File: config.mk
export PLATFORM = sky130hd
export DESIGN_NAME = rrag_top
export DESIGN_NICKNAME = d
export VERILOG_FILES = /design/src/logic/rrag_pkg.sv /design/src/logic/seg_pkg.sv /design/src/logic/operand_if.sv /design/src/logic/addr_gen.sv /design/src/logic/reg_read.sv /design/src/logic/rrag_top.sv
export SDC_FILE = /design/constraint.sdc
export NUM_CORES = 1
export LEC_CHECK = 0
export BUFFER_PORTS_ARGS = -buffer_cell sky130_fd_sc_hd__buf_2
export CORE_ASPECT_RATIO = 1.1
export CORE_MARGIN = 8
export CORE_UTILIZATION = 50
export DETAILED_ROUTE_END_ITERATION = 10
export PLACE_DENSITY = 0.75
export SYNTH_ARGS = -nofsm -noshare
export SYNTH_HDL_FRONTEND = slang
export SYNTH_SLANG_ARGS = --single-unit
File: constraint.sdc
create_clock -name clk -period 21.7 [get_ports clk]
set_input_delay 2.17 -clock clk [delete_from_list [all_inputs] [get_ports clk]]
set_output_delay 2.17 -clock clk [all_outputs]
set_load 0.03 [all_outputs]
File: src/logic/rrag_pkg.sv
package rrag_pkg;

    // general register file
    localparam int NUM_GPR = 8;

    typedef logic [2:0] reg_id_t;

    // operand size codes, 3 is reserved
    typedef logic [1:0] op_size_t;

    localparam op_size_t SZ_BYTE  = 2'd0;
    localparam op_size_t SZ_WORD  = 2'd1;
    localparam op_size_t SZ_DWORD = 2'd2;

    // instruction tag, matched at writeback
    typedef logic [3:0] tag_t;

    // ##############################
    // register word views
    // ##############################

    typedef struct packed {
        logic [15:0] hi;
        logic [7:0]  mid;
        logic [7:0]  lo;
    } gpr_split_t;

    // one 32-bit register word
    // split view for sized access, dword view for addressing
    typedef union packed {
        logic [31:0] dword;
        gpr_split_t  split;
    } gpr_word_u;

endpackage

File: src/logic/seg_pkg.sv
package seg_pkg;

    // es, cs, ss, ds, fs, gs
    localparam int NUM_SEG = 6;

    typedef logic [2:0]  seg_id_t;
    typedef logic [15:0] seg_base_t;
    typedef logic [19:0] seg_lim_t;

    // selector base moves up by this many bits to form the linear base
    localparam int SEG_SHIFT = 16;

    // ##############################
    // fixed limits per segment
    // ##############################

    localparam seg_lim_t SEG_LIMITS [NUM_SEG] = '{
        20'h0FFFF,
        20'h0FFFF,
        20'h00FFF,
        20'h000FF,
        20'hFFFFF,
        20'h0FFFF
    };

endpackage

File: src/logic/operand_if.sv
`timescale 1ns/1ps

interface operand_if;
    import rrag_pkg::*;
    import seg_pkg::*;

    // latch holds an item
    logic       valid;
    tag_t       tag;

    // sized data operand
    logic [31:0] data;

    // address inputs
    logic [31:0] base_val;
    logic [31:0] index_val;
    logic [1:0]  scale;
    logic [31:0] disp;
    seg_base_t   seg_base;
    seg_lim_t    seg_lim;
    op_size_t    size;
    logic        addr32;

    modport prod (
        output valid, tag, data,
        output base_val, index_val, scale, disp,
        output seg_base, seg_lim, size, addr32
    );

    modport cons (
        input valid, tag, data,
        input base_val, index_val, scale, disp,
        input seg_base, seg_lim, size, addr32
    );

endinterface

File: src/logic/addr_gen.sv
`timescale 1ns/1ps

module addr_gen (
    input  logic            clk,
    input  logic            rst_n,
    operand_if.cons         opnd,
    output logic            valid_out,
    output rrag_pkg::tag_t  tag_out,
    output logic [31:0]     data_out,
    output logic [31:0]     mem_addr,
    output logic [31:0]     mem_end,
    output logic            end_valid
);
    import rrag_pkg::*;
    import seg_pkg::*;

    logic [31:0] scaled_idx;
    logic [31:0] raw_off;
    logic [31:0] off;
    logic [32:0] end_full;
    logic [31:0] end_off;
    logic [31:0] seg_lin;
    logic [2:0]  nbytes;
    logic        end_ok;

    // operand width in bytes, reserved size treated as dword
    function automatic logic [2:0] size_bytes(op_size_t sz);
        logic [2:0] n;
        case (sz)
            SZ_BYTE:  n = 3'd1;
            SZ_WORD:  n = 3'd2;
            SZ_DWORD: n = 3'd4;
            default:  n = 3'd4;
        endcase
        return n;
    endfunction

    // ##############################
    // effective address
    // ##############################

    assign scaled_idx = opnd.index_val << opnd.scale;
    assign raw_off    = opnd.base_val + scaled_idx + opnd.disp;

    // 16-bit mode wraps inside the segment
    assign off = opnd.addr32 ? raw_off : {16'h0, raw_off[15:0]};

    assign seg_lin = {16'h0, opnd.seg_base} << SEG_SHIFT;

    // ##############################
    // end address and limit
    // ##############################

    assign nbytes   = size_bytes(opnd.size);
    assign end_full = {1'b0, off} + {30'h0, nbytes - 3'd1};
    assign end_off  = opnd.addr32 ? end_full[31:0] : {16'h0, end_full[15:0]};

    // unwrapped end so a carry out of the offset fails the check
    assign end_ok = end_full <= {13'h0, opnd.seg_lim};

    // ##############################
    // result register
    // ##############################

    always_ff @(posedge clk) begin
        if (!rst_n) begin
            valid_out <= 1'b0;
        end else begin
            valid_out <= opnd.valid;
        end
    end

    always_ff @(posedge clk) begin
        if (opnd.valid) begin
            tag_out   <= opnd.tag;
            data_out  <= opnd.data;
            mem_addr  <= seg_lin + off;
            mem_end   <= seg_lin + end_off;
            end_valid <= end_ok;
        end
    end

    a_valid_known: assert property (
        @(posedge clk) disable iff (!rst_n)
        !$isunknown(valid_out)
    );

endmodule

File: src/logic/reg_read.sv
`timescale 1ns/1ps

module reg_read (
    input  logic                clk,
    input  logic                rst_n,

    input  logic                valid_in,
    input  rrag_pkg::reg_id_t   data_reg,
    input  rrag_pkg::reg_id_t   base_reg,
    input  rrag_pkg::reg_id_t   index_reg,
    input  logic                use_base,
    input  logic                use_index,
    input  logic [1:0]          scale,
    input  logic [31:0]         disp,
    input  seg_pkg::seg_id_t    seg_sel,
    input  rrag_pkg::op_size_t  opsize,
    input  logic                addr32,
    input  rrag_pkg::reg_id_t   dest_reg,
    input  logic                dest_ld,

    input  logic                wb_valid,
    input  rrag_pkg::reg_id_t   wb_reg,
    input  logic [31:0]         wb_data,
    input  rrag_pkg::op_size_t  wb_size,
    input  rrag_pkg::tag_t      wb_tag,

    input  logic                seg_wb_valid,
    input  seg_pkg::seg_id_t    seg_wb_sel,
    input  seg_pkg::seg_base_t  seg_wb_base,

    output logic                stall,
    operand_if.prod             opnd
);
    import rrag_pkg::*;
    import seg_pkg::*;

    gpr_word_u          gpr [NUM_GPR];
    logic [NUM_GPR-1:0] pend;
    tag_t               pend_tag [NUM_GPR];
    seg_base_t          seg_base [NUM_SEG];
    tag_t               tag_cnt;

    logic accept;
    logic mark;
    logic seg_ok;
    logic seg_wb_ok;

    // zero-extending sized read
    function automatic logic [31:0] read_sized(gpr_word_u w, op_size_t sz);
        logic [31:0] r;
        case (sz)
            SZ_BYTE: r = {24'h0, w.split.lo};
            SZ_WORD: r = {16'h0, w.split.mid, w.split.lo};
            default: r = w.dword;
        endcase
        return r;
    endfunction

    // merge a writeback into the old word
    function automatic gpr_word_u merge_wb(gpr_word_u old, op_size_t sz, logic [31:0] d);
        gpr_word_u w;
        w = old;
        case (sz)
            SZ_BYTE: w.split.lo = d[7:0];
            SZ_WORD: begin
                w.split.mid = d[15:8];
                w.split.lo  = d[7:0];
            end
            default: w.dword = d;
        endcase
        return w;
    endfunction

    // ##############################
    // stall and acceptance
    // ##############################

    assign stall = valid_in && (pend[data_reg] ||
                                (use_base && pend[base_reg]) ||
                                (use_index && pend[index_reg]));

    assign accept    = valid_in && !stall;
    assign mark      = accept && dest_ld;
    assign seg_ok    = seg_sel < NUM_SEG;
    assign seg_wb_ok = seg_wb_sel < NUM_SEG;

    // ##############################
    // register and segment files
    // ##############################

    always_ff @(posedge clk) begin
        if (!rst_n) begin
            for (int i = 0; i < NUM_GPR; i++) begin
                gpr[i] <= '0;
            end
            for (int s = 0; s < NUM_SEG; s++) begin
                seg_base[s] <= '0;
            end
        end else begin
            if (wb_valid) begin
                gpr[wb_reg] <= merge_wb(gpr[wb_reg], wb_size, wb_data);
            end
            if (seg_wb_valid && seg_wb_ok) begin
                seg_base[seg_wb_sel] <= seg_wb_base;
            end
        end
    end

    // scoreboard, a new mark overrides a clear on the same register
    always_ff @(posedge clk) begin
        if (!rst_n) begin
            pend <= '0;
            for (int i = 0; i < NUM_GPR; i++) begin
                pend_tag[i] <= '0;
            end
            tag_cnt <= '0;
        end else begin
            if (wb_valid && pend[wb_reg] && (pend_tag[wb_reg] == wb_tag)) begin
                pend[wb_reg] <= 1'b0;
            end
            if (mark) begin
                pend[dest_reg]     <= 1'b1;
                pend_tag[dest_reg] <= tag_cnt;
            end
            if (accept) begin
                tag_cnt <= tag_cnt + 1'b1;
            end
        end
    end

    // ##############################
    // operand latch
    // ##############################

    always_ff @(posedge clk) begin
        if (!rst_n) begin
            opnd.valid <= 1'b0;
        end else begin
            opnd.valid <= accept;
        end
    end

    always_ff @(posedge clk) begin
        if (accept) begin
            opnd.tag       <= tag_cnt;
            opnd.data      <= read_sized(gpr[data_reg], opsize);
            opnd.base_val  <= use_base ? gpr[base_reg].dword : 32'h0;
            opnd.index_val <= use_index ? gpr[index_reg].dword : 32'h0;
            opnd.scale     <= scale;
            opnd.disp      <= disp;
            opnd.seg_base  <= seg_ok ? seg_base[seg_sel] : '0;
            opnd.seg_lim   <= seg_ok ? SEG_LIMITS[seg_sel] : '0;
            opnd.size      <= opsize;
            opnd.addr32    <= addr32;
        end
    end

    // a stalled cycle adds no pending bit at the next edge
    a_no_mark_on_stall: assert property (
        @(posedge clk) disable iff (!rst_n)
        stall |=> ((pend & ~$past(pend)) == '0)
    );

    a_stall_needs_valid: assert property (
        @(posedge clk) disable iff (!rst_n)
        !valid_in |-> !stall
    );

endmodule

File: src/logic/rrag_top.sv
`timescale 1ns/1ps

module rrag_top (
    input  logic                clk,
    input  logic                rst_n,

    // request
    input  logic                valid_in,
    input  rrag_pkg::reg_id_t   data_reg,
    input  rrag_pkg::reg_id_t   base_reg,
    input  rrag_pkg::reg_id_t   index_reg,
    input  logic                use_base,
    input  logic                use_index,
    input  logic [1:0]          scale,
    input  logic [31:0]         disp,
    input  seg_pkg::seg_id_t    seg_sel,
    input  rrag_pkg::op_size_t  opsize,
    input  logic                addr32,
    input  rrag_pkg::reg_id_t   dest_reg,
    input  logic                dest_ld,

    // register writeback
    input  logic                wb_valid,
    input  rrag_pkg::reg_id_t   wb_reg,
    input  logic [31:0]         wb_data,
    input  rrag_pkg::op_size_t  wb_size,
    input  rrag_pkg::tag_t      wb_tag,

    // segment writeback
    input  logic                seg_wb_valid,
    input  seg_pkg::seg_id_t    seg_wb_sel,
    input  seg_pkg::seg_base_t  seg_wb_base,

    output logic                stall,
    output logic                valid_out,
    output rrag_pkg::tag_t      tag_out,
    output logic [31:0]         data_out,
    output logic [31:0]         mem_addr,
    output logic [31:0]         mem_end,
    output logic                end_valid
);

    operand_if opnd ();

    reg_read i_reg_read (
        .clk          (clk),
        .rst_n        (rst_n),
        .valid_in     (valid_in),
        .data_reg     (data_reg),
        .base_reg     (base_reg),
        .index_reg    (index_reg),
        .use_base     (use_base),
        .use_index    (use_index),
        .scale        (scale),
        .disp         (disp),
        .seg_sel      (seg_sel),
        .opsize       (opsize),
        .addr32       (addr32),
        .dest_reg     (dest_reg),
        .dest_ld      (dest_ld),
        .wb_valid     (wb_valid),
        .wb_reg       (wb_reg),
        .wb_data      (wb_data),
        .wb_size      (wb_size),
        .wb_tag       (wb_tag),
        .seg_wb_valid (seg_wb_valid),
        .seg_wb_sel   (seg_wb_sel),
        .seg_wb_base  (seg_wb_base),
        .stall        (stall),
        .opnd         (opnd.prod)
    );

    addr_gen i_addr_gen (
        .clk       (clk),
        .rst_n     (rst_n),
        .opnd      (opnd.cons),
        .valid_out (valid_out),
        .tag_out   (tag_out),
        .data_out  (data_out),
        .mem_addr  (mem_addr),
        .mem_end   (mem_end),
        .end_valid (end_valid)
    );

endmodule

### Yosys cells after proc, flatten, opt, wreduce, memory -nomap -nowiden

Memory sizes are Yosys's and may differ from the RTL's. A register that Yosys moved wholly into a read port is not among the register bits.
Cells that the tools add are included.

* add/subtract/negate cells: 7
* $mul: 0
* divide/modulo/power cells: 0
* magnitude comparators: 10
* eq/ne operators: 6
* shift-type cells: 1
* muxes and demuxes: 46
* bitwise operators: 4
* reduce and logical (&&, ||, !) cells: 26

Operators with widths (number)
* $add 32x32->32: 4
* $mux 32: 3
* $mux 16: 4
* $mux 8: 8
* $pmux 32 s2: 1
* $add 32x3->33: 1
* $le 33x20->1: 1
* $reduce_or 32->1: 1
* $shl 32x2->32: 1
* $lt 3x4->1 const B: 5
* $mux 1: 18
* $reduce_or 16->1: 1
* $bmux 1 s3: 4
* $mux 3: 4
* $logic_and 1x1->1: 10
* $and 8x8->8: 1
* $not 8->8: 1
* $or 8x8->8: 1
* $demux 1 s3: 2
* $eq 2x1->1 const B: 3
* $ge 3x1->1 const B: 2
* $logic_not 2->1: 3
* $lt 3x3->1 const B: 2
* $ne 3x3->1 const B: 2
* 11 further kinds: 17

* bits in registers: 188
* bits in latches: 0
* RAM bits: 384
* memory bits (read-only): 160
* input bits: 120
* output and inout bits: 103
* logic and storage cells: 119
* memories: 4

Memory list
* i_reg_read.gpr: words 8, width 32, rd ports 3, clocked after memory_dff 2, write ports 8, line reg_read.sv:37 `gpr_word_u gpr [NUM_GPR];`
* (no name shown): words 8, width 20, rd ports 1, clocked after memory_dff 1, write ports 0, line reg_read.sv:152 `opnd.seg_lim <= seg_ok ? SEG_LIMITS[seg_sel] : '0;`
* i_reg_read.seg_base: words 6, width 16, rd ports 1, clocked after memory_dff 1, write ports 6, line reg_read.sv:40 `seg_base_t seg_base [NUM_SEG];`
* i_reg_read.pend_tag: words 8, width 4, rd ports 1, clocked after memory_dff 0, write ports 8, line reg_read.sv:39 `tag_t pend_tag [NUM_GPR];`

### Longest topological paths before layout

* depth in word-level cells: 14
* depth in mapped cells: 32
* depth with buffers taken out: 30

### Modules after synthesis

Synthesis repeated with hierarchy kept, for this count alone.

* cell total of the unflattened synthesis: 2630
* area, all modules: 36523.8 sq um

By module, submodules not included
* reg_read: instances 1, cells an instance 1754, area each 27127.3 sq um, seq. area each 16495.8 sq um
* addr_gen: instances 1, cells an instance 876, area each 9396.5 sq um, seq. area each 3052.9 sq um

### Worst setup path after synthesis

Ideal clock, no wire load.

* kind: input -> register
* start: input port index_reg[0]
* end: register i_reg_read.tag_cnt[3]
* library setup time: 115 ps
* arrival time: 8669 ps
* required time: 21585 ps
* path slack: 12916 ps
* stages on the path: 8
* path buffers: 1
* cells stage by stage: mux4_2 -> mux2_2 -> a221oi_1 -> and2_1 -> clkbuf_1 -> nand4_1 -> xnor2_1 -> and2_1

* cells in the longest elaborated chain, start to end: 7

RTL lines
* from (decl): line rrag_top.sv:11 `input rrag_pkg::reg_id_t index_reg,`
* $bmux 1 s3: line reg_read.sv:80 `(use_index && pend[index_reg]));`
* $mux 1 (not written as such): line reg_read.sv:80
* $logic_and 1x1->1: line reg_read.sv:80
* $logic_or 1x1->1: line reg_read.sv:79 `(use_base && pend[base_reg]) ||`
* $logic_and 1x1->1: line reg_read.sv:78 `assign stall = valid_in && (pend[data_reg] ||`
* $logic_not 1->1: line reg_read.sv:82 `assign accept = valid_in && !stall;`
* $logic_and 1x1->1: line reg_read.sv:82
* named net i_reg_read.accept: line reg_read.sv:43 `logic accept;`
* to (signal assigned): line reg_read.sv:126 `tag_cnt <= tag_cnt + 1'b1;`
* to (decl): line reg_read.sv:41 `tag_t tag_cnt;`

The timed path passes the listed nets, and every way through them passes these cells. The select of a mux whose other input is x is not followed.
A chain may end at the register's enable or synchronous reset.

### Final worst setup path

* start: register i_reg_read.opnd.scale[0]
* end: register i_addr_gen.mem_end[30], data pin

* cells in the longest elaborated chain, start to end: 7

RTL lines
* from (decl): line operand_if.sv:26 `output base_val, index_val, scale, disp,`
* $shl 32x2->32: line addr_gen.sv:42 `assign scaled_idx = opnd.index_val << opnd.scale;`
* $add 32x32->32 (2 in series): line addr_gen.sv:43 `assign raw_off = opnd.base_val + scaled_idx + opnd.disp;`
* $mux 32: line addr_gen.sv:46 `assign off = opnd.addr32 ? raw_off : {16'h0, raw_off[15:0]};`
* named net i_addr_gen.off[7]: line addr_gen.sv:19 `logic [31:0] off;`
* $add 32x3->33: line addr_gen.sv:55 `assign end_full = {1'b0, off} + {30'h0, nbytes - 3'd1};`
* $mux 32: line addr_gen.sv:56 `assign end_off = opnd.addr32 ? end_full[31:0] : {16'h0, end_full[15:0]};`
* $add 32x32->32: line addr_gen.sv:78 `mem_end <= seg_lin + end_off;`
* to (signal assigned): line addr_gen.sv:78
* to (decl): line addr_gen.sv:11 `output logic [31:0] mem_end,`

The timed path passes the listed nets, and every way through them passes these cells.

==> flow_summary.ini <==
[timing]
worstMarginPinSlew_ns = 1.21
finalHoldViolations = 0
finalSetupViolCount = 0
slew_violations = 0
whs_ns = 0.417
fin_crit_sh_pct = 36.0
fmax_ghz = 0.128
slew_headroom_pct = 18.5
skew_ns = 0.0375
grt_setup_unrepaired = no
timing.final.crit_period_ns = 7.82
worst_slack_ns = 13.88
setup-tns-final_ns = 0

[grt]
grt-ovfl-total = 0
grt_pass1_wl_mm = 141
grt_pass1_vias = 23700
antenna_found_initial = 8
grt_max_degree = 138
grt_usage_pct = 22.7

[synthesis]
synth-seq-area-share_pct = 54.4
syn-num-nets = 2764
yosys_register_bits = 656
yosysWarnings = 0
synth_cell_types = 89
synth_area_per_cell_um2 = 14.2
synth-edff-count = 642
synthFlopType = edfxtp_1
synth_area_um2 = 35900
syn-instance-count = 2526
async_reset_ff_share_pct = 0

[detailed_routing]
drc = 0
post_drt_wl_per_cell_um = 25.3
vias = 23100
drt-total-wl_mm = 94.1
drt_pre_antenna_iters = 5
viasPerCell = 6.22
drt_iter0_markers = 2573
ant_nets = 0

[floorplan]
die_w_um = 272
num_io_pins = 223
core_area_um2 = 71500
fp.dieArea_um2 = 80700
start_util_pct = 50.2
rows = 103
die_h_um = 297

[layout]
drive_gt1_share_pct = 24.1
multi_input_area_um2 = 15500
nNetsFinal = 2943
top_register = i_reg_read.gpr
largest_registers = i_reg_read.gpr: 256 flops, i_reg_read.seg_base: 96 flops
instances_no_fill = 3715
post-route-util_pct = 56.4
final_area_um2 = 40400
final_cell_mix = edfxtp_1, mux4_2, buf_2
fill_cells = 5543
syn_to_final_growth_pct = 12.4
mostFrequentLayoutCell = edfxtp_1
largest_reg_flops = 256
regArea_um2 = 19600

[critical_path]
cp_num_buf_inv = 4
crit_type = reg -> reg
arrival_ns = 8.17
end_kind = flip-flop
crit_top_cell = o21ai_0
cp_slowest_cell = nor4bb_1
cp_max_fo = 34
max_stage_delay_ns = 0.62
path_delay_family = simple AND/OR/NAND/NOR gates
cp_data_required_time_ns = 22.05
start_kind = flip-flop

[placement]
placed_cells = 3579
portBuffers = 222
dp_hpwl_mm = 64.3
place_ws_ns = 14.01
place.gp.congestion = 0.917
placed_area_um2 = 37900

[cts]
cts_resized = 0
cts_tree = done
cts_sinks = 656
path_clk_slew_ns = 0.06
cts_made_buffers = 69
clock_latency_ns = 0.63
cts-htree-levels = 3
holdBufCountCts = 0
cts-root-buf = clkbuf_16
post_cts_buffers = 0
clk_path_buf_depth = 3

[power_and_ir_drop]
ir_worst_vdd_v = 0.0000558
powerDensity_nw_per_um2 = 97.2
leakage_nw = 15.5
p_total_mw = 3.92

[worst_hold_path]
hold_class = reg -> reg

[status]
status = complete, no violations

[flow_run]
maxCapViolations = 0
==> final timing paths <==
kind / start / endpoint / slack, ns / depth (start not counted)
worst max-delay path: i_reg_read.opnd.scale[0] / i_addr_gen.mem_end[30] / 13.88 / 30
worst min-delay path: i_reg_read.opnd.data[30] / i_addr_gen.data_out[30] / 0.42 / 0
worst max register to register: i_reg_read.opnd.scale[0] / i_addr_gen.mem_end[30] / 13.88 / 30
worst min register to register: i_reg_read.opnd.data[30] / i_addr_gen.data_out[30] / 0.42 / 0
==> worst register-to-register path: cells and delay by family, from the launching register on <==
family / cells / cell delay (ns)
XOR/XNOR: 2 / 0.52
adder cells (fa/ha/maj): 4 / 1.51
multiplexers: 1 / 0.15
buffers and inverters: 4 / 0.70
AO/OA/AOI/OAI: 11 / 2.02
AND/OR/NAND/NOR: 8 / 2.33
flip-flops: 1 / 0.33
==> power breakdown <==
group / internal (mW) / switching [mW]
logic: 0.420 / 0.637
registers: 1.54 / 0.0666
clock network: 0.745 / 0.509
total: 2.71 / 1.21
==> routing by layer <==
metal | GRT usage [%] | up-vias | part of all wire (%)
li1 | - | 10200 | -
met1 | 27.4 | 11500 | 36
met2 | 38.8 | 1243 | 50
met3 | 5.61 | 210 | 10
met4 | 9.23 | 2 | 3.9
met5 | 0 | - | 0.0085
==> logic make-up (layout without fill, tap and decap cells) <==
group / Yosys count / in the layout / share of synthesized area [%]
compound gates: 245 / 245 / 4.70
xor+xnor: 78 / 78 / 1.90
fa+ha+maj: 118 / 118 / 4.84
buf+inv: 226 / 460 / 2.41
flops: 656 / 656 / 54.4
mux: 368 / 368 / 18.8
other cells: 0 / 10 / 0
simple gates: 835 / 835 / 12.9
==> synth_stat cells, types with 10 or more instances <==
cell type / instances / area share (%)
a22oi_1: 10 / 0.21
a21oi_1: 53 / 0.74
a21o_1: 18 / 0.38
fa_1: 35 / 2.0
buf_1: 43 / 0.45
nor2b_1: 91 / 1.6
xor2_1: 22 / 0.54
inv_1: 72 / 0.75
and3_1: 201 / 3.5
and2_1: 109 / 1.9
dfxtp_1: 14 / 0.78
edfxtp_1: 642 / 54
nor2_1: 147 / 1.5
o21ai_0: 49 / 0.68
o22ai_1: 10 / 0.17
xnor2_1: 56 / 1.4
nand2_1: 128 / 1.3
ha_1: 83 / 2.9
mux2i_1: 113 / 3.1
nand2b_1: 15 / 0.26
nand4_1: 14 / 0.24
nor3_1: 26 / 0.36
mux4_2: 242 / 15
nor3b_1: 11 / 0.23
o21a_1: 12 / 0.25
nand3_1: 28 / 0.39
clkbuf_1: 100 / 1.0
mux2_2: 11 / 0.34
==> final cells by class <==
type / count / share of cell area, %
flip-flops and latches: 656 / 48.5
repair buffers: 261 / 3.50
diodes: 10 / 0.0620
multi-input cells: 1644 / 38.4
clock buffers: 87 / 4.50
clock inverters: 39 / 1.44
inverters: 73 / 0.679
well taps: 945 / 2.93
(Power assumes the default switching activity.)
